$ cat src/hdl/jpeg_capture_pkg.sv
// jpeg capture shared types
package jpeg_capture_pkg;

    // one luma sample
    typedef logic [7:0] pixel_t;

    // one image buffer word
    typedef logic [31:0] word_t;     // pixel 0 sits in bits 7:0

    // capture controller states
    typedef enum logic [2:0] {
        cap_idle,                    // idle or holding a finished image
        cap_arm,                     // armed and waiting for a running frame to end
        cap_wait_frame,              // waiting for the next frame start
        cap_capture,                 // pixels flow into the buffer
        cap_done                     // image valid
    } capture_state_t;

    // luma weights on the upper 8 bits of each colour
    // weights add up to 256 so the sum is shifted right by 8
    localparam int LUMA_R = 77;
    localparam int LUMA_G = 150;
    localparam int LUMA_B = 29;

endpackage

$ cat src/hdl/luma_convert.sv
// rgb to luma stage
`timescale 1ns/10ps

module luma_convert (
    input  logic                     jpeg_fast_clock_in,
    input  logic                     jpeg_fast_reset_n_in,
    input  logic [9:0]               red,
    input  logic [9:0]               green,
    input  logic [9:0]               blue,
    input  logic                     frame_valid_in,
    input  logic                     line_valid_in,
    input  logic                     enable,            // high only inside the capture window
    output jpeg_capture_pkg::pixel_t luma,
    output logic                     luma_frame_valid,
    output logic                     luma_line_valid
);

    logic [15:0] weighted;                              // at most 256*255

    // weighted sum over the upper 8 bits
    always_comb begin
        weighted = 16'(jpeg_capture_pkg::LUMA_R) * 16'(red[9:2])
                 + 16'(jpeg_capture_pkg::LUMA_G) * 16'(green[9:2])
                 + 16'(jpeg_capture_pkg::LUMA_B) * 16'(blue[9:2]);
    end

    always_ff @(posedge jpeg_fast_clock_in) begin
        luma <= weighted[15:8];                         // divide by 256
    end

    // valids line up with luma one cycle later
    always_ff @(posedge jpeg_fast_clock_in) begin
        if (!jpeg_fast_reset_n_in) begin
            luma_frame_valid <= 1'b0;
            luma_line_valid  <= 1'b0;
        end else begin
            luma_frame_valid <= enable & frame_valid_in;
            luma_line_valid  <= enable & frame_valid_in & line_valid_in;
        end
    end

endmodule

$ cat config.mk
export PLATFORM = sky130hd
export DESIGN_NAME = luma_convert
export DESIGN_NICKNAME = d
export VERILOG_FILES = /design/src/hdl/jpeg_capture_pkg.sv /design/src/hdl/luma_convert.sv
export SDC_FILE = /design/constraint.sdc
export NUM_CORES = 1
export LEC_CHECK = 0
export BUFFER_PORTS_ARGS = -buffer_cell sky130_fd_sc_hd__buf_2
export CORE_ASPECT_RATIO = 0.7
export CORE_MARGIN = 4
export CORE_UTILIZATION = 61
export CTS_BUF_LIST = sky130_fd_sc_hd__clkbuf_4
export DETAILED_ROUTE_END_ITERATION = 16
export GPL_ROUTABILITY_DRIVEN = 0
export MAX_ROUTING_LAYER = met4
export PLACE_DENSITY = 0.93
export SYNTH_ARGS = -nofsm -noshare
export SYNTH_HDL_FRONTEND = slang
export SYNTH_SLANG_ARGS = --single-unit
$ cat constraint.sdc
create_clock -name jpeg_fast_clock_in -period 7.5 [get_ports jpeg_fast_clock_in]
set_input_delay 0.75 -clock jpeg_fast_clock_in [delete_from_list [all_inputs] [get_ports jpeg_fast_clock_in]]
set_output_delay 0.75 -clock jpeg_fast_clock_in [all_outputs]
set_load 0.02 [all_outputs]
==> flow_metrics.tcl <==
set metrics [dict create \
    diodes 0 \
    drc 0 \
    yosysSeqAreaShare_pct 6.063 \
    max_stage_delay_ns 0.55 \
    ys_warn_count 0 \
    antenna_found_initial 0 \
    period_share_pct 88.51 \
    coreArea_um2 5230 \
    wl_per_cell_um 15.19 \
    wl_met3_um 395 \
    numCtsBuffers 3 \
    io_pins 45 \
    die_area_um2 6673 \
    drv_cap 0 \
    cts.sinks 10 \
    dp_hpwl_mm 6.208 \
    worstSetupPathType "in -> reg" \
    gr-usage-all-layers_pct 23.00 \
    relSlewSlack_pct 70.57 \
    synth_edf_count 0 \
    worstSetupEndpointType "flop" \
    dr_wl_met2_mm 3.483 \
    crit_path_top_delay_cell "fa_1" \
    synth_common_cells "89 x inv_1, 84 x ha_1, 55 x fa_1" \
    period_minus_slack_ns 6.638 \
    first_pass_iters 4 \
    die_y_um 69.56 \
    status "finished clean" \
    cts_tree "built" \
    synth_top_area_share_pct 33.35 \
    post_cts_buffers 0 \
    cts_buffer_depth 2 \
    setup_viol 0 \
    synthesis.area_um2 3302 \
    cts_hold_buffers 0 \
    syn_area_per_cell_um2 10.04 \
    routed.top_layer "met4" \
    nNetsFinal 546 \
    synth-seq-cells 10 \
    port_buffers 38 \
    drive_above_1_share_pct 14.05 \
    crit_path_start_kind "input pin" \
    grt-ovfl-total 0 \
    tns_ns 0 \
    area_delta_synth_final_pct 9.170 \
    fp-row-count 22 \
    htreeDepth 1 \
    slew_viol_final 0 \
    synth_flop_cell "dfxtp_1" \
    vias_per_cell 5.364 \
    m1WireLength_mm 2.773 \
    grt_setup_unrepaired "no" \
    synth-async-reset-ratio_pct 0 \
    hp-class "in -> reg" \
    grt_pass1_wl_mm 11.61 \
    die_w_um 95.94 \
    synth_nets 503 \
    worstPathArrival_ns 6.79 \
    grt_max_degree 6 \
    drtIter0Drc 127 \
    drtAntennaViolNets 0 \
    hold_violations 0 \
    synth_largest_area_cell "fa_1" \
    worst_slew_pin_slew_ns 0.4377 \
    ctsResizeCount 0 \
    vias 2371 \
    routed_wl_mm 6.713 \
    synth.most_common_cell "inv_1" \
    clock.fmax_mhz 150.6 \
    clk_pin_slew_worst_paths_ns 0.06 \
    ys_types 39 \
    grt_pass1_vias 2653 \
    crit_family "adder cells" \
    path_max_fanout 5 \
    root_buffer "clkbuf_4" \
    required_ns 7.65 \
    path_buf_inv 5 \
    synth_area_leaders "fa_1 33%, ha_1 32%, inv_1 10%" \
    post-route-util_pct 68.92 \
    syn_inst 329 \
    initial_core_util_pct 63.13 \
]
==> area by class of cell <==
cell class | count | area, um2
multi-input cells | 229 | 2764
inverters | 90 | 337.8
fillers | 415 | 1625
well taps | 72 | 90.09
clock buffers | 3 | 22.52
repair buffers | 38 | 190.2
flip-flops and latches | 10 | 200.2
==> routing by layer <==
metal / GRT usage, % / up-vias
met4: 2.997 / 0
met2: 41.53 / 79
met1: 27.32 / 1144
met5: - / -
li1: - / 1136
met3: 3.905 / 12
==> layout by cell type (no fill, tap or decap), drive strengths merged, types with 7 or more instances in the layout <==
cell,instances
a21oi,11
nor2,7
fa,55
buf,38
o21ai,8
xor2,9
dfxtp,10
xnor2,10
ha,84
nand2,11
inv,90
==> flip-flops by register name, indices dropped and copies added (netlist names) <==
name	flops
luma	8
luma_frame_valid	1
luma_line_valid	1
==> final timing paths <==
path,from,slack [ns],endpoint,cells past startpoint
worst min-delay path,line_valid_in,0.69,luma_line_valid,2
worst max-delay path,green[6],0.86,luma[7],25
==> cells by family (layout without fill, tap and decap cells) <==
family	after synthesis	in the layout	share of synthesized area [%]
AOI/OAI and AO/OA	38	38	8.602
xor gates and xnor gates	19	19	5.040
DFF	10	10	6.063
and+or+nand+nor	33	33	4.889
buffers and inverters	90	131	10.23
adders and majority gates	139	139	65.18
==> through the flow <==
stage                     cell area, um2  setup slack [ns]  std cells  hold WS, ns
after floorplan                     3302             1.222        329       0.8717
after global placement              3582            0.8003        439       0.9501
after detailed placement            3582            0.5809        439       0.9544
after CTS                           3605            0.8602        442       0.6845
after global routing                3605            0.6124        442       0.6939
final                               3605            0.8616        442       0.6930
Power is not shown: default switching activity piles up to over one toggle a cycle in this logic, so the estimate is an artifact.
