`src/hdl/jpeg_capture_pkg.sv`:
```
// jpeg capture shared types
package jpeg_capture_pkg;

    // one luma sample
    typedef logic [7:0] pixel_t;

    // one image buffer word
    typedef logic [31:0] word_t;     // pixel 0 sits in bits 7:0

    // capture controller states
    typedef enum logic [2:0] {
        cap_idle,                    // idle or holding a finished image
        cap_arm,                     // armed and waiting for a running frame to end
        cap_wait_frame,              // waiting for the next frame start
        cap_capture,                 // pixels flow into the buffer
        cap_done                     // image valid
    } capture_state_t;

    // luma weights on the upper 8 bits of each colour
    // weights add up to 256 so the sum is shifted right by 8
    localparam int LUMA_R = 77;
    localparam int LUMA_G = 150;
    localparam int LUMA_B = 29;

endpackage

```
`src/hdl/buf_req_if.sv`:
```
// image buffer request bus
`timescale 1ns/10ps

interface buf_req_if #(
    parameter int ADDR_W = 12        // word address width
);

    logic                    req;    // held with its fields until gnt
    logic                    we;     // 1 for write, 0 for read
    logic [ADDR_W-1:0]       addr;   // word address
    jpeg_capture_pkg::word_t wdata;  // write data
    logic                    gnt;    // transfer takes place in this cycle
    jpeg_capture_pkg::word_t rdata;  // valid the cycle after gnt

    // side that asks for buffer access
    modport master (
        output req, we, addr, wdata,
        input  gnt, rdata
    );

    // side that owns the RAM
    modport buffer (
        input  req, we, addr, wdata,
        output gnt, rdata
    );

endinterface

```
`src/hdl/frame_packer.sv`:
```
// luma crop and word packer
`timescale 1ns/10ps

module frame_packer #(
    parameter int SENSOR_X_SIZE = 720,
    parameter int SENSOR_Y_SIZE = 720,
    parameter int BUF_WORDS     = 4096
)(
    input  logic                                            jpeg_fast_clock_in,
    input  logic                                            jpeg_fast_reset_n_in,
    input  logic                                            clear,  // restart address and count
    input  jpeg_capture_pkg::pixel_t                        luma,
    input  logic                                            luma_frame_valid,
    input  logic                                            luma_line_valid,
    input  logic [$clog2(SENSOR_X_SIZE+1)-1:0]              x_size_in,
    input  logic [$clog2(SENSOR_Y_SIZE+1)-1:0]              y_size_in,
    buf_req_if.master                                       wr_bus,
    output logic                                            done,
    output logic [$clog2(SENSOR_X_SIZE*SENSOR_Y_SIZE+1)-1:0] byte_count
);

    localparam int XW = $clog2(SENSOR_X_SIZE + 1);
    localparam int YW = $clog2(SENSOR_Y_SIZE + 1);
    localparam int AW = $clog2(BUF_WORDS);

    logic [XW-1:0]           col;         // pixel position in the line
    logic [YW-1:0]           row;         // line position in the frame
    logic                    lv_q;
    logic                    fv_q;
    logic                    accept;      // pixel inside the crop
    logic                    line_fall;
    logic                    frame_fall;
    logic                    slot_free;   // pending slot empty or leaving now
    logic [1:0]              lane;        // pixels already in shift_word
    logic                    flush_due;   // frame ended, tail not handled yet
    jpeg_capture_pkg::word_t shift_word;  // new pixels enter at the top byte
    jpeg_capture_pkg::word_t pend_word;
    logic                    pend_valid;
    logic                    pend_last;   // pending word is the zero padded tail
    logic [AW-1:0]           wr_addr;

    always_comb begin
        accept     = luma_frame_valid & luma_line_valid & (col < x_size_in) & (row < y_size_in);
        line_fall  = lv_q & ~luma_line_valid;
        frame_fall = fv_q & ~luma_frame_valid;
        slot_free  = ~pend_valid | wr_bus.gnt;
        // last write granted, or nothing left to write at frame end
        done       = (wr_bus.gnt & pend_last) | (flush_due & (lane == 2'd0) & slot_free);
    end

    // crop counters, both saturate so long lines never wrap back into the crop
    always_ff @(posedge jpeg_fast_clock_in) begin
        if (!jpeg_fast_reset_n_in || clear) begin
            col  <= '0;
            row  <= '0;
            lv_q <= 1'b0;
            fv_q <= 1'b0;
        end else begin
            lv_q <= luma_line_valid;
            fv_q <= luma_frame_valid;
            if (!luma_line_valid)
                col <= '0;
            else if (col != '1)
                col <= col + 1'b1;
            if (!luma_frame_valid)
                row <= '0;
            else if (line_fall && row != '1)
                row <= row + 1'b1;                      // next line
        end
    end

    // word assembly control
    always_ff @(posedge jpeg_fast_clock_in) begin
        if (!jpeg_fast_reset_n_in || clear) begin
            lane       <= 2'd0;
            flush_due  <= 1'b0;
            pend_valid <= 1'b0;
            pend_last  <= 1'b0;
            wr_addr    <= '0;
            byte_count <= '0;
        end else begin
            if (accept) begin
                lane       <= lane + 1'b1;              // wraps after the fourth pixel
                byte_count <= byte_count + 1'b1;
            end
            if (frame_fall)
                flush_due <= 1'b1;
            if (accept && lane == 2'd3) begin
                pend_valid <= 1'b1;                     // full word
                pend_last  <= 1'b0;
            end else if (flush_due && slot_free) begin
                flush_due  <= 1'b0;
                lane       <= 2'd0;
                pend_valid <= (lane != 2'd0);           // partial tail only
                pend_last  <= (lane != 2'd0);
            end else if (wr_bus.gnt) begin
                pend_valid <= 1'b0;
                pend_last  <= 1'b0;
            end
            if (wr_bus.gnt)
                wr_addr <= wr_addr + 1'b1;
        end
    end

    // payload
    always_ff @(posedge jpeg_fast_clock_in) begin
        if (accept)
            shift_word <= {luma, shift_word[31:8]};
        if (accept && lane == 2'd3)
            pend_word <= {luma, shift_word[31:8]};
        else if (flush_due && slot_free)
            pend_word <= shift_word >> (6'd32 - {lane, 3'b000});  // move pixel 0 down, pad zeros
    end

    assign wr_bus.req   = pend_valid;
    assign wr_bus.we    = 1'b1;                         // write only
    assign wr_bus.addr  = wr_addr;
    assign wr_bus.wdata = pend_word;

endmodule

```
`src/flat_wrapper.sv`:
```
// flat-port wrapper written by rule: the top's interface ports become plain ports
module frame_packer_flat 
#(
    parameter int SENSOR_X_SIZE = 720,
    parameter int SENSOR_Y_SIZE = 720,
    parameter int BUF_WORDS     = 4096
)
  (jpeg_fast_clock_in, jpeg_fast_reset_n_in, clear, luma, luma_frame_valid, luma_line_valid, x_size_in, y_size_in, done, byte_count, wr_bus_req, wr_bus_we, wr_bus_addr, wr_bus_wdata, wr_bus_gnt, wr_bus_rdata);
  buf_req_if wr_bus_i ();
  input  logic jpeg_fast_clock_in;
  input  logic jpeg_fast_reset_n_in;
  input  logic clear;
  input  jpeg_capture_pkg::pixel_t luma;
  input  logic luma_frame_valid;
  input  logic luma_line_valid;
  input  logic [$clog2(SENSOR_X_SIZE+1)-1:0] x_size_in;
  input  logic [$clog2(SENSOR_Y_SIZE+1)-1:0] y_size_in;
  output logic done;
  output logic [$clog2(SENSOR_X_SIZE*SENSOR_Y_SIZE+1)-1:0] byte_count;
  output wire logic [$bits(wr_bus_i.req)-1:0] wr_bus_req;
  output wire logic [$bits(wr_bus_i.we)-1:0] wr_bus_we;
  output wire logic [$bits(wr_bus_i.addr)-1:0] wr_bus_addr;
  output wire logic [$bits(wr_bus_i.wdata)-1:0] wr_bus_wdata;
  input wire logic [$bits(wr_bus_i.gnt)-1:0] wr_bus_gnt;
  input wire logic [$bits(wr_bus_i.rdata)-1:0] wr_bus_rdata;
  assign wr_bus_req = wr_bus_i.req;
  assign wr_bus_we = wr_bus_i.we;
  assign wr_bus_addr = wr_bus_i.addr;
  assign wr_bus_wdata = wr_bus_i.wdata;
  assign wr_bus_i.gnt = wr_bus_gnt;
  assign wr_bus_i.rdata = wr_bus_rdata;
  frame_packer #(.SENSOR_X_SIZE(SENSOR_X_SIZE), .SENSOR_Y_SIZE(SENSOR_Y_SIZE), .BUF_WORDS(BUF_WORDS)) u_core (.jpeg_fast_clock_in(jpeg_fast_clock_in), .jpeg_fast_reset_n_in(jpeg_fast_reset_n_in), .clear(clear), .luma(luma), .luma_frame_valid(luma_frame_valid), .luma_line_valid(luma_line_valid), .x_size_in(x_size_in), .y_size_in(y_size_in), .wr_bus(wr_bus_i), .done(done), .byte_count(byte_count));
endmodule
```
`config.mk`:
```
export PLATFORM = sky130hd
export DESIGN_NAME = frame_packer_flat
export DESIGN_NICKNAME = d
export VERILOG_FILES = /design/src/hdl/jpeg_capture_pkg.sv /design/src/hdl/buf_req_if.sv /design/src/hdl/frame_packer.sv /design/src/flat_wrapper.sv
export SDC_FILE = /design/constraint.sdc
export NUM_CORES = 1
export LEC_CHECK = 0
export BUFFER_PORTS_ARGS = -buffer_cell sky130_fd_sc_hd__buf_2
export CAP_MARGIN = 0
export CORE_ASPECT_RATIO = 1.25
export CORE_UTILIZATION = 51
export DETAILED_ROUTE_END_ITERATION = 10
export PLACE_DENSITY = 0.76
export SLEW_MARGIN = 20
export SYNTH_ARGS = -nofsm -noshare
export SYNTH_HDL_FRONTEND = slang
export SYNTH_SLANG_ARGS = --single-unit
```
`constraint.sdc`:
```
create_clock -name jpeg_fast_clock_in -period 10.5 [get_ports jpeg_fast_clock_in]
set_input_delay 2.1 -clock jpeg_fast_clock_in [delete_from_list [all_inputs] [get_ports jpeg_fast_clock_in]]
set_output_delay 2.1 -clock jpeg_fast_clock_in [all_outputs]
set_load 0.005 [all_outputs]
```
==> qor.yml <==
antenna_cells: 0
finalSetupViolations: 0
dieArea_um2: 12100
timing.rr.end: "u_core.wr_bus.wdata[6]"
cts.sinks: 122
netlist_instances: 546
syn_avg_cell_area_um2: 10.9
cts_buffer_depth: 2
hp-class: "register to register"
hold_path_depth: 2
start_util: 0.531
rr_worst_depth: 8
ys_seq_area_frac: 0.516
rsz0062_at_grt: "no"
area_delta_synth_final_pct: 18.9
first_pass_iters: 4
track_usage: 0.212
die_y_um: 123
synth-async-reset-ratio: 0
dp_cells: 757
gp_congestion: 0.782
antenna_found_initial: 0
finalNonFillerCells: 789
syn_area_um2: 5970
synth_seq_cells: 122
rows: 43
critPathRequiredTime_ns: 8.40
arrival_ns: 2.87
h-tree-depth: 4
core_area_um2: 11200
synthDistinctLibCells: 51
power_leakage_nw: 2.79
post-cts-setup-buffers: 0
route.detailed.drc: 0
max_slew.worst_pin.slew_ns: 1.03
cp-end-kind: "output pin"
layout_commonest_cell: "buf_2"
cts_buffers: 17
muxShareOfSynthArea: 0.0922
start_kind: "primary input"
final_max_slew_viol_count: 0
drive_gt1_frac: 0.231
fin_nets: 731
worstHoldEndpoint: "u_core.byte_count[8]"
fin_crit_sh: 0.473
grt_pass1_wl_um: 20200
path_cells: "buf_2, nand2b_1, a32o_1, buf_2"
vias_per_cell: 5.68
vdd_drop_max_uv: 95.9
synth_top_flop_cell: "edfxtp_1"
power_mw: 1.11
path_buf_inv: 2
min_period_ns: 4.97
critPathTopFamily: "buffers and inverters"
synthAdderAreaFrac: 0.0503
cts-root-buf: "clkbuf_16"
io_pins: 132
syn_nets: 636
cts_tree: "yes"
utilization: 0.631
slew_headroom: 0.308
synth_top_family_by_area: "simple AND/OR/NAND/NOR gates"
final_cell_mix: "buf_2, edfxtp_1, dfxtp_1, nor2_1, a21oi_1"
maxCapViolations: 0
wl_per_cell_um: 15.4
setup_tns_ns: 0
power_density_nw_per_um2: 156
crit_slowest_cell: "a32o_1"
status: "finished clean"
clkSlewWorstSetupHoldPaths_ns: 0.05
path_common_cell: "buf_2"
yosys.area_share.simple: 0.160
synth_top_area_share: 0.322
cp_max_fo: 9
drt.antenna.violating_nets: 0
grt_pass1_vias: 4352
max_stage_delay_ns: 0.27
synth_compound_area_frac: 0.101
die_w_um: 98.8
synth_edf_count: 64
synth_warnings: 0
r2r_slack_ns: 7.61
path_class: "primary input to output pin"
grt_max_degree: 40
post-dp-hpwl_um: 8220
hold_viol: 0
worstHoldStart: "u_core.byte_count[8]"
port_buffers: 98
synth_area_leaders: "edfxtp_1, dfxtp_1, ha_1"
fmax_ghz: 0.201
finClkSkew_ns: 0.00725
reg2reg_from: "u_core.row[4]"
yosys.area.top_type: "edfxtp_1"
vias: 4478
drtIter0Drc: 225
wl_um: 12200
synth_xor_xnor_area_share: 0.0352
holdBufCountCts: 0
clock_latency_ns: 0.40
ctsResizeCount: 0
grt_overflow: 0
[power by group]
| group | leakage, nW | internal [mW] | total [mW] | switching [mW] |
|---|---|---|---|---|
| Combinational | 1.51 | 0.0205 | 0.0477 | 0.0272 |
| Clock | 0.268 | 0.346 | 0.547 | 0.201 |
| Sequential | 1.01 | 0.510 | 0.516 | 0.00604 |
| Total | 2.79 | 0.876 | 1.11 | 0.234 |
[logic make-up after synthesis]
family | Yosys count
other | 1
and+or+nand+nor | 183
DFF | 122
xor gates and xnor gates | 24
adders and majority gates | 24
buffers and inverters | 61
AOI/OAI and AO/OA | 88
muxes | 43
[sequential cells by signal (all words and copies together) (netlist names)]
| register | flops |
|---|---|
| u_core.shift_word | 32 |
| u_core.wr_bus.wdata | 32 |
| u_core.byte_count | 19 |
| u_core.wr_bus.addr | 12 |
| u_core.col | 10 |
| u_core.row | 10 |
| u_core.lane | 2 |
| u_core.flush_due | 1 |
| u_core.fv_q | 1 |
| u_core.lv_q | 1 |
| u_core.pend_last | 1 |
| u_core.wr_bus.req | 1 |
[worst reg2reg max path: cells and delay by family, from the launching register on]
| family | cells | cell delay (ns) |
|---|---|---|
| flip-flops | 1 | 0.44 |
| AO/OA/AOI/OAI | 3 | 0.47 |
| buffers and inverters | 1 | 0.40 |
| adder cells (fa/ha/maj) | 1 | 0.30 |
| AND/OR/NAND/NOR | 3 | 0.94 |
[cells in the mapped netlist (3+ instances only)]
master,instances
a32o_1,10
mux4_2,8
a31oi_1,3
ha_1,24
edfxtp_1,64
nand4_1,9
buf_4,3
o31ai_1,15
o21ai_0,4
nand2_1,33
a21oi_1,37
dfxtp_1,58
nor2_1,55
nand3_1,22
xor2_1,16
buf_2,7
xnor2_1,8
clkbuf_1,14
or4_1,15
o21ai_1,3
nand2b_1,8
or3_1,3
nor3_1,5
mux2_1,16
mux2i_1,19
inv_1,34
and3_1,10
and4_1,6
nor2b_1,10
[layout make-up]
cell class,instances,area [µm²]
Clock inverter,13,129
Tap cell,135,169
Inverter,34,128
Sequential cell,122,3080
Timing Repair Buffer,103,528
Fill cell,887,4140
Multi-Input combinational cell,363,2630
Clock buffer,19,433
[through the flow]
step                instance area (µm²)  hold WS, ns  setup slack (ns)
CTS                                7100        0.491              5.52
floorplan                          5970        0.460              5.38
global placement                   6540        0.471              5.52
detailed placement                 6540        0.484              5.52
global route                       7100        0.525              5.48
finish                             7100        0.493              5.53
[per-layer routing]
layer	wire length [µm]	track usage	part of all wire
met1	5200	0.249	0.43
met2	6320	0.376	0.52
met3	446	0.0384	0.037
met4	220	0.105	0.018
met5	0	0	0
[how the worst max path moves through the flow]
stage | from | end | cells after the start
global route | wr_bus_gnt | done | 4
detailed placement | wr_bus_gnt | done | 4
global placement | wr_bus_gnt | done | 4
floorplan | y_size_in[2] | u_core.shift_word[0] | 9
finish | wr_bus_gnt | done | 4
CTS | wr_bus_gnt | done | 4
Note: power is estimated with default switching activity, not from simulation.
