### src/hdl/jpeg_capture_pkg.sv
// jpeg capture shared types
package jpeg_capture_pkg;

    // one luma sample
    typedef logic [7:0] pixel_t;

    // one image buffer word
    typedef logic [31:0] word_t;     // pixel 0 sits in bits 7:0

    // capture controller states
    typedef enum logic [2:0] {
        cap_idle,                    // idle or holding a finished image
        cap_arm,                     // armed and waiting for a running frame to end
        cap_wait_frame,              // waiting for the next frame start
        cap_capture,                 // pixels flow into the buffer
        cap_done                     // image valid
    } capture_state_t;

    // luma weights on the upper 8 bits of each colour
    // weights add up to 256 so the sum is shifted right by 8
    localparam int LUMA_R = 77;
    localparam int LUMA_G = 150;
    localparam int LUMA_B = 29;

endpackage

### src/hdl/buf_req_if.sv
// image buffer request bus
`timescale 1ns/10ps

interface buf_req_if #(
    parameter int ADDR_W = 12        // word address width
);

    logic                    req;    // held with its fields until gnt
    logic                    we;     // 1 for write, 0 for read
    logic [ADDR_W-1:0]       addr;   // word address
    jpeg_capture_pkg::word_t wdata;  // write data
    logic                    gnt;    // transfer takes place in this cycle
    jpeg_capture_pkg::word_t rdata;  // valid the cycle after gnt

    // side that asks for buffer access
    modport master (
        output req, we, addr, wdata,
        input  gnt, rdata
    );

    // side that owns the RAM
    modport buffer (
        input  req, we, addr, wdata,
        output gnt, rdata
    );

endinterface

### src/hdl/apb_buffer_reader.sv
// apb read port for the image buffer
`timescale 1ns/10ps

module apb_buffer_reader #(
    parameter int BUF_WORDS = 4096
)(
    input  logic                    jpeg_fast_clock_in,
    input  logic                    jpeg_fast_reset_n_in,
    input  logic                    psel,
    input  logic                    penable,
    input  logic                    pwrite,
    input  logic [15:0]             paddr,      // byte address
    output jpeg_capture_pkg::word_t prdata,
    output logic                    pready,
    output logic                    pslverr,
    buf_req_if.master               rd_bus
);

    localparam int AW = $clog2(BUF_WORDS);

    typedef enum logic {rd_request, rd_return} rd_state_t;

    rd_state_t state;
    logic      access;                          // apb access phase
    logic      bad;                             // write or out of range
    logic      req;

    always_comb begin
        access = psel & penable;
        bad    = pwrite | (32'(paddr) >= 32'(4 * BUF_WORDS));
        req    = access & ~bad & (state == rd_request);  // held until gnt
    end

    // apb response
    always_comb begin
        pready  = 1'b0;
        pslverr = 1'b0;
        prdata  = '0;
        if (state == rd_return) begin
            pready = 1'b1;
            prdata = rd_bus.rdata;              // valid the cycle after gnt
        end else if (access && bad) begin
            pready  = 1'b1;                     // error at once, no buffer access
            pslverr = 1'b1;
        end
    end

    always_ff @(posedge jpeg_fast_clock_in) begin
        if (!jpeg_fast_reset_n_in)
            state <= rd_request;
        else if (state == rd_request)
            state <= (req && rd_bus.gnt) ? rd_return : rd_request;
        else
            state <= rd_request;                // one data cycle
    end

    assign rd_bus.req   = req;
    assign rd_bus.we    = 1'b0;
    assign rd_bus.addr  = paddr[AW+1:2];        // word index
    assign rd_bus.wdata = '0;

endmodule

### src/flat_wrapper.sv
// flat-port wrapper written by rule: the top's interface ports become plain ports
module apb_buffer_reader_flat 
#(
    parameter int BUF_WORDS = 4096
)
  (jpeg_fast_clock_in, jpeg_fast_reset_n_in, psel, penable, pwrite, paddr, prdata, pready, pslverr, rd_bus_req, rd_bus_we, rd_bus_addr, rd_bus_wdata, rd_bus_gnt, rd_bus_rdata);
  buf_req_if rd_bus_i ();
  input  logic jpeg_fast_clock_in;
  input  logic jpeg_fast_reset_n_in;
  input  logic psel;
  input  logic penable;
  input  logic pwrite;
  input  logic [15:0] paddr;
  output jpeg_capture_pkg::word_t prdata;
  output logic pready;
  output logic pslverr;
  output wire logic [$bits(rd_bus_i.req)-1:0] rd_bus_req;
  output wire logic [$bits(rd_bus_i.we)-1:0] rd_bus_we;
  output wire logic [$bits(rd_bus_i.addr)-1:0] rd_bus_addr;
  output wire logic [$bits(rd_bus_i.wdata)-1:0] rd_bus_wdata;
  input wire logic [$bits(rd_bus_i.gnt)-1:0] rd_bus_gnt;
  input wire logic [$bits(rd_bus_i.rdata)-1:0] rd_bus_rdata;
  assign rd_bus_req = rd_bus_i.req;
  assign rd_bus_we = rd_bus_i.we;
  assign rd_bus_addr = rd_bus_i.addr;
  assign rd_bus_wdata = rd_bus_i.wdata;
  assign rd_bus_i.gnt = rd_bus_gnt;
  assign rd_bus_i.rdata = rd_bus_rdata;
  apb_buffer_reader #(.BUF_WORDS(BUF_WORDS)) u_core (.jpeg_fast_clock_in(jpeg_fast_clock_in), .jpeg_fast_reset_n_in(jpeg_fast_reset_n_in), .psel(psel), .penable(penable), .pwrite(pwrite), .paddr(paddr), .prdata(prdata), .pready(pready), .pslverr(pslverr), .rd_bus(rd_bus_i));
endmodule
### config.mk
export PLATFORM = sky130hd
export DESIGN_NAME = apb_buffer_reader_flat
export DESIGN_NICKNAME = d
export VERILOG_FILES = /design/src/hdl/jpeg_capture_pkg.sv /design/src/hdl/buf_req_if.sv /design/src/hdl/apb_buffer_reader.sv /design/src/flat_wrapper.sv
export SDC_FILE = /design/constraint.sdc
export NUM_CORES = 1
export LEC_CHECK = 0
export ABC_AREA = 1
export BUFFER_PORTS_ARGS = -buffer_cell sky130_fd_sc_hd__buf_2
export CORE_MARGIN = 5
export CORE_UTILIZATION = 26
export DETAILED_ROUTE_END_ITERATION = 6
export PLACE_DENSITY = 0.78
export SLEW_MARGIN = 20
export SYNTH_ARGS = -nofsm -noshare
export SYNTH_HDL_FRONTEND = slang
export SYNTH_SLANG_ARGS = --single-unit
### constraint.sdc
create_clock -name jpeg_fast_clock_in -period 1.1 [get_ports jpeg_fast_clock_in]
set_clock_uncertainty 0.15 [all_clocks]
set_input_delay 0.055 -clock jpeg_fast_clock_in [delete_from_list [all_inputs] [get_ports jpeg_fast_clock_in]]
set_output_delay 0.055 -clock jpeg_fast_clock_in [all_outputs]
set_load 0.02 [all_outputs]
==> results.sh, run 1 <==
export IMPL_async_reset_ff_frac=0
export IMPL_yosys_cell_types_count=12
export IMPL_syn2layout_area_growth_pct=41.3
export IMPL_powerDensity_nw_per_um2=310
export IMPL_power_leakage_nw=0.909
export IMPL_grt_antenna_before_repair=0
export IMPL_grt_overflow=0
export IMPL_ys_warn_count=0
export IMPL_syn_area_um2=714
export IMPL_max_freq_ghz=1.02
export IMPL_finalHoldViolCount=0
export IMPL_netlist_area_leader_share=0.473
export IMPL_grt_pass1_wl_um=3150
export IMPL_synth_most_common_cell="buf_4"
export IMPL_status="completed"
export IMPL_worst_path_max_delay_cell="dfxtp_2"
export IMPL_top_register="u_core.state"
export IMPL_drv_slew=0
export IMPL_top_regs="u_core.state: 1 flops"
export IMPL_synth_edf_count=0
export IMPL_coreArea_um2=2690
export IMPL_avgSynthCellArea_um2=5.54
export IMPL_drv_cap=0
export IMPL_die_area_um2=3900
export IMPL_setup_viol=0
export IMPL_rsz0062_at_grt="false"
export IMPL_largest_reg_flops=1
export IMPL_post_cts_setup_buffer_count=0
export IMPL_synth_commonest_cells="buf_4, nand2_1, inv_1"
export IMPL_pin_count=134
export IMPL_postLayoutCellArea_um2=1010
export IMPL_ys_ff_latch=1
export IMPL_worstPathArrival_ns=0.77
export IMPL_path_cells="buf_4 -> nand2_1 -> inv_1 -> buf_2"
export IMPL_numPortBuffers=74
export IMPL_via_per_inst=3.45
export IMPL_vias=798
export IMPL_placed_cell_area_um2=888
export IMPL_synth_cells=129
export IMPL_period_minus_slack_ns=0.979
export IMPL_fp_dieW_um=62.4
export IMPL_yosysTopAreaCell="buf_4"
export IMPL_antenna_left=0
export IMPL_wire_per_inst_um=8.68
export IMPL_yosysSeqAreaShare=0.0280
export IMPL_drive_gt1_frac=0.405
export IMPL_nets=256
export IMPL_initialDrtViolationCount=8
export IMPL_dieHeight_um=62.4
export IMPL_grtUsageTotal=0.0891
export IMPL_initial_core_util=0.266
export IMPL_n_antenna_cell=0
export IMPL_synth_ff_type="dfxtp_1"
export IMPL_cpPeakStageDelay_ns=0.35
export IMPL_grt_max_degree=24
export IMPL_synthTopCellsByArea="buf_4, nand2_1, inv_1"
export IMPL_dr_pass1_iters=2
export IMPL_end_kind="primary output"
export IMPL_crit_required_ns=0.89
export IMPL_start_kind="register"
export IMPL_crit_type="register to primary output"
export IMPL_gp_congestion=0.688
export IMPL_period_share=0.890
export IMPL_setup_tns_final_ns=0
export IMPL_hp_class="input pin to register"
export IMPL_peakVddDrop_mv=0.185
export IMPL_grt_pass1_vias=773
export IMPL_clk_pin_slew_ns=0
export IMPL_drc=0
export IMPL_worstSkewPairLatency_ns=0
export IMPL_path_max_fanout=9
export IMPL_row_count=19
export IMPL_hpwl_um=1590
export IMPL_totalWireLength_um=2010
==> critical path, delay by kind of cell (launching register included) <==
family        cells  cell delay (ns)
flops             1             0.35
simple gates      1             0.06
buf+inv           3             0.36
==> cells in the final DEF, fill, tap and decap left out <==
master	netlist	final
buf_2	0	74
nand2_1	37	37
inv_1	34	34
conb_1	1	33
dlygate4sd3_1	0	12
nor2_1	2	2
inv_2	1	1
clkinv_2	1	1
nand3_2	1	1
nand3_1	1	1
nor3_2	1	1
buf_4	45	1
buf_12	0	1
dfxtp_2	0	1
==> power breakdown <==
part           switching (mW)  internal [mW]  total [mW]
registers            0.000326         0.0373      0.0376
clock network               0              0           0
logic                   0.185         0.0902       0.275
total                   0.185          0.127       0.313
==> final cells by class <==
| class | count | area, um^2 |
|---|---|---|
| Timing Repair Buffer | 88 | 518 |
| Fill cell | 288 | 1680 |
| Multi-Input combinational cell | 75 | 295 |
| Sequential cell | 1 | 21.3 |
| Tap cell | 31 | 38.8 |
| Inverter | 36 | 136 |
==> cell families (layout without fill, tap and decap cells) <==
family                 Yosys count  after routing  share of synthesized area
DFF                              1              1                     0.0280
and+or+nand+nor                 42             42                      0.240
other                            1             33                    0.00525
buffers and inverters           85            124                      0.727
==> layer usage <==
metal / track usage / vias to the layer above / wire, um
met5: 0 / - / 0
met1: 0.0734 / 321 / 554
li1: - / 413 / -
met4: 0.00531 / 0 / 0
met3: 0.0360 / 0 / 319
met2: 0.196 / 64 / 1130
==> per-stage QoR <==
stage | worst slack (ns) | instances | hold WS, ns | util | power [mW]
after floorplan | 0.0649 | 161 | 0.0441 | - | 0.318
after global placement | 0.0416 | 219 | -0.0399 | 0.331 | 0.238
after detailed placement | 0.0287 | 219 | -0.0399 | 0.331 | 0.241
after CTS | 0.0281 | 231 | 0.156 | 0.375 | 0.309
after global routing | 0.0222 | 231 | 0.163 | 0.376 | 0.334
final | 0.121 | 231 | 0.146 | 0.376 | 0.313
==> repair_timing <==
action | in CTS | in global routing
endpoints found under the hold margin | 12 | 0
hold buffers | 12 | 0
resized for setup | 0 | 1
endpoints found under the setup margin | 0 | 28
==> path summary, 6_finish.rpt <==
check / start / to / slack (ns) / depth (start not counted)
setup / recovery: u_core.state / prdata[9] / 0.12 / 4
hold / removal: jpeg_fast_reset_n_in / u_core.state / 0.15 / 3
setup reg to reg: u_core.state / u_core.state / 0.27 / 3
hold reg to reg: u_core.state / u_core.state / 0.45 / 3
Power figures use the tool's default switching activity.
==> run 2: changes to the inputs <==
Settings changed: REMOVE_ABC_BUFFERS set to 1.
==> run 2 against run 1 <==
Via count decreased by 2.6%; utilization decreased by 0.19 points; first-iteration DRC count is 75% lower; worst hold slack better by 0.017 ns; critical endpoint is now prdata[29].
==> results.sh, run 2 (synthesized netlist as in run 1, its figures left out) <==
export IMPL_post_cts_setup_buffer_count=0
export IMPL_drc=0
export IMPL_status="completed"
export IMPL_start_kind="register"
export IMPL_die_area_um2=3900
export IMPL_grtUsageTotal=0.0962
export IMPL_grt_overflow=0
export IMPL_finalHoldViolCount=0
export IMPL_vias=777
export IMPL_crit_required_ns=0.89
export IMPL_rsz0062_at_grt="false"
export IMPL_pin_count=134
export IMPL_drive_gt1_frac=0.405
export IMPL_grt_pass1_vias=628
export IMPL_final_common_cell="buf_2"
export IMPL_power_leakage_nw=0.907
export IMPL_initialDrtViolationCount=2
export IMPL_coreArea_um2=2690
export IMPL_peakVddDrop_mv=0.292
export IMPL_n_antenna_cell=0
export IMPL_worstPathArrival_ns=0.78
export IMPL_setup_ws_ns=0.113
export IMPL_drv_slew=0
export IMPL_numPortBuffers=74
export IMPL_fp_dieW_um=62.4
export IMPL_setup_viol=0
export IMPL_power_mw=0.315
export IMPL_totalWireLength_um=2250
export IMPL_initial_core_util=0.266
export IMPL_nets=256
export IMPL_row_count=19
export IMPL_wire_per_inst_um=9.72
export IMPL_top_regs="u_core.state: 1 flops"
export IMPL_dr_pass1_iters=3
export IMPL_gp_congestion=0.694
export IMPL_hp_class="input pin to register"
export IMPL_period_share=0.897
export IMPL_top_register="u_core.state"
export IMPL_via_per_inst=3.36
export IMPL_crit_type="register to primary output"
export IMPL_pre_cts_ws_ns=0.0310
export IMPL_period_minus_slack_ns=0.987
export IMPL_worstSkewPairLatency_ns=0
export IMPL_max_freq_ghz=1.01
export IMPL_path_max_fanout=19
export IMPL_syn2layout_area_growth_pct=40.6
export IMPL_end_kind="primary output"
export IMPL_largest_reg_flops=1
export IMPL_grt_antenna_before_repair=0
export IMPL_drv_cap=0
export IMPL_dieHeight_um=62.4
export IMPL_layout_cells_most_common_list="buf_2, nand2_1, inv_1, conb_1, dlygate4sd3_1"
export IMPL_clk_pin_slew_ns=0
export IMPL_powerDensity_nw_per_um2=314
export IMPL_antenna_left=0
export IMPL_grt_pass1_wl_um=3190
export IMPL_fill_cells=296
export IMPL_hpwl_um=1830
export IMPL_grt_max_degree=20
## run 2: cell counts in the layout (fill, tap and decap cells not counted)
No cell type changed its count.
## run 2: area by class of cell
cell class / count / area, um^2 / area share
Tap cell: 31 / 38.8 / 0.0386
Inverter: 36 / 136 / 0.136
Timing Repair Buffer: 88 / 513 / 0.511
Multi-Input combinational cell: 75 / 295 / 0.294
Sequential cell: 1 / 21.3 / 0.0212
## run 2: routing by layer
layer  vias to the layer above  share of wire  track usage
li1                        413              -            -
met1                       314           0.35        0.110
met2                        50           0.51        0.180
met3                         0           0.14       0.0342
met4                         0              0            0
met5                         -              0            0
## run 2: per-stage QoR
| step | hold slack [ns] | instance area (um^2) | std cells | utilization | TNS [ns] |
|---|---|---|---|---|---|
| floorplan | -0.0400 | 452 | 112 | - | -6.48 |
| global placement | -0.0399 | 876 | 219 | 0.326 | 0 |
| detailed placement | -0.0399 | 876 | 219 | 0.326 | 0 |
| CTS | 0.171 | 996 | 231 | 0.371 | 0 |
| global route | 0.171 | 1000 | 231 | 0.374 | 0 |
| finish | 0.163 | 1000 | 231 | 0.374 | 0 |
## run 2: repair_timing
item	4_1_cts	5_1_grt
hold buffers	12	0
resized for setup	0	3
hold endpoints to repair	12	0
endpoints found under the setup margin	0	19
## run 2: worst paths after layout
kind / slack, ns / startpoint / cells after the start / endpoint
setup / recovery: 0.11 / u_core.state / 4 / prdata[29]
hold / removal: 0.16 / jpeg_fast_reset_n_in / 3 / u_core.state
setup reg to reg: 0.28 / u_core.state / 3 / u_core.state
hold reg to reg: 0.43 / u_core.state / 3 / u_core.state
## run 2: power breakdown
part | total [mW] | internal (mW) | switching (mW)
logic | 0.278 | 0.0900 | 0.188
registers | 0.0375 | 0.0372 | 0.000269
clock network | 0 | 0 | 0
total | 0.315 | 0.127 | 0.188
## run 2: worst max-delay path: stages (launching register included)
cell,delay (ns)
dfxtp_2,0.34
buf_6,0.17
nand2_1,0.08
inv_2,0.04
buf_2,0.15
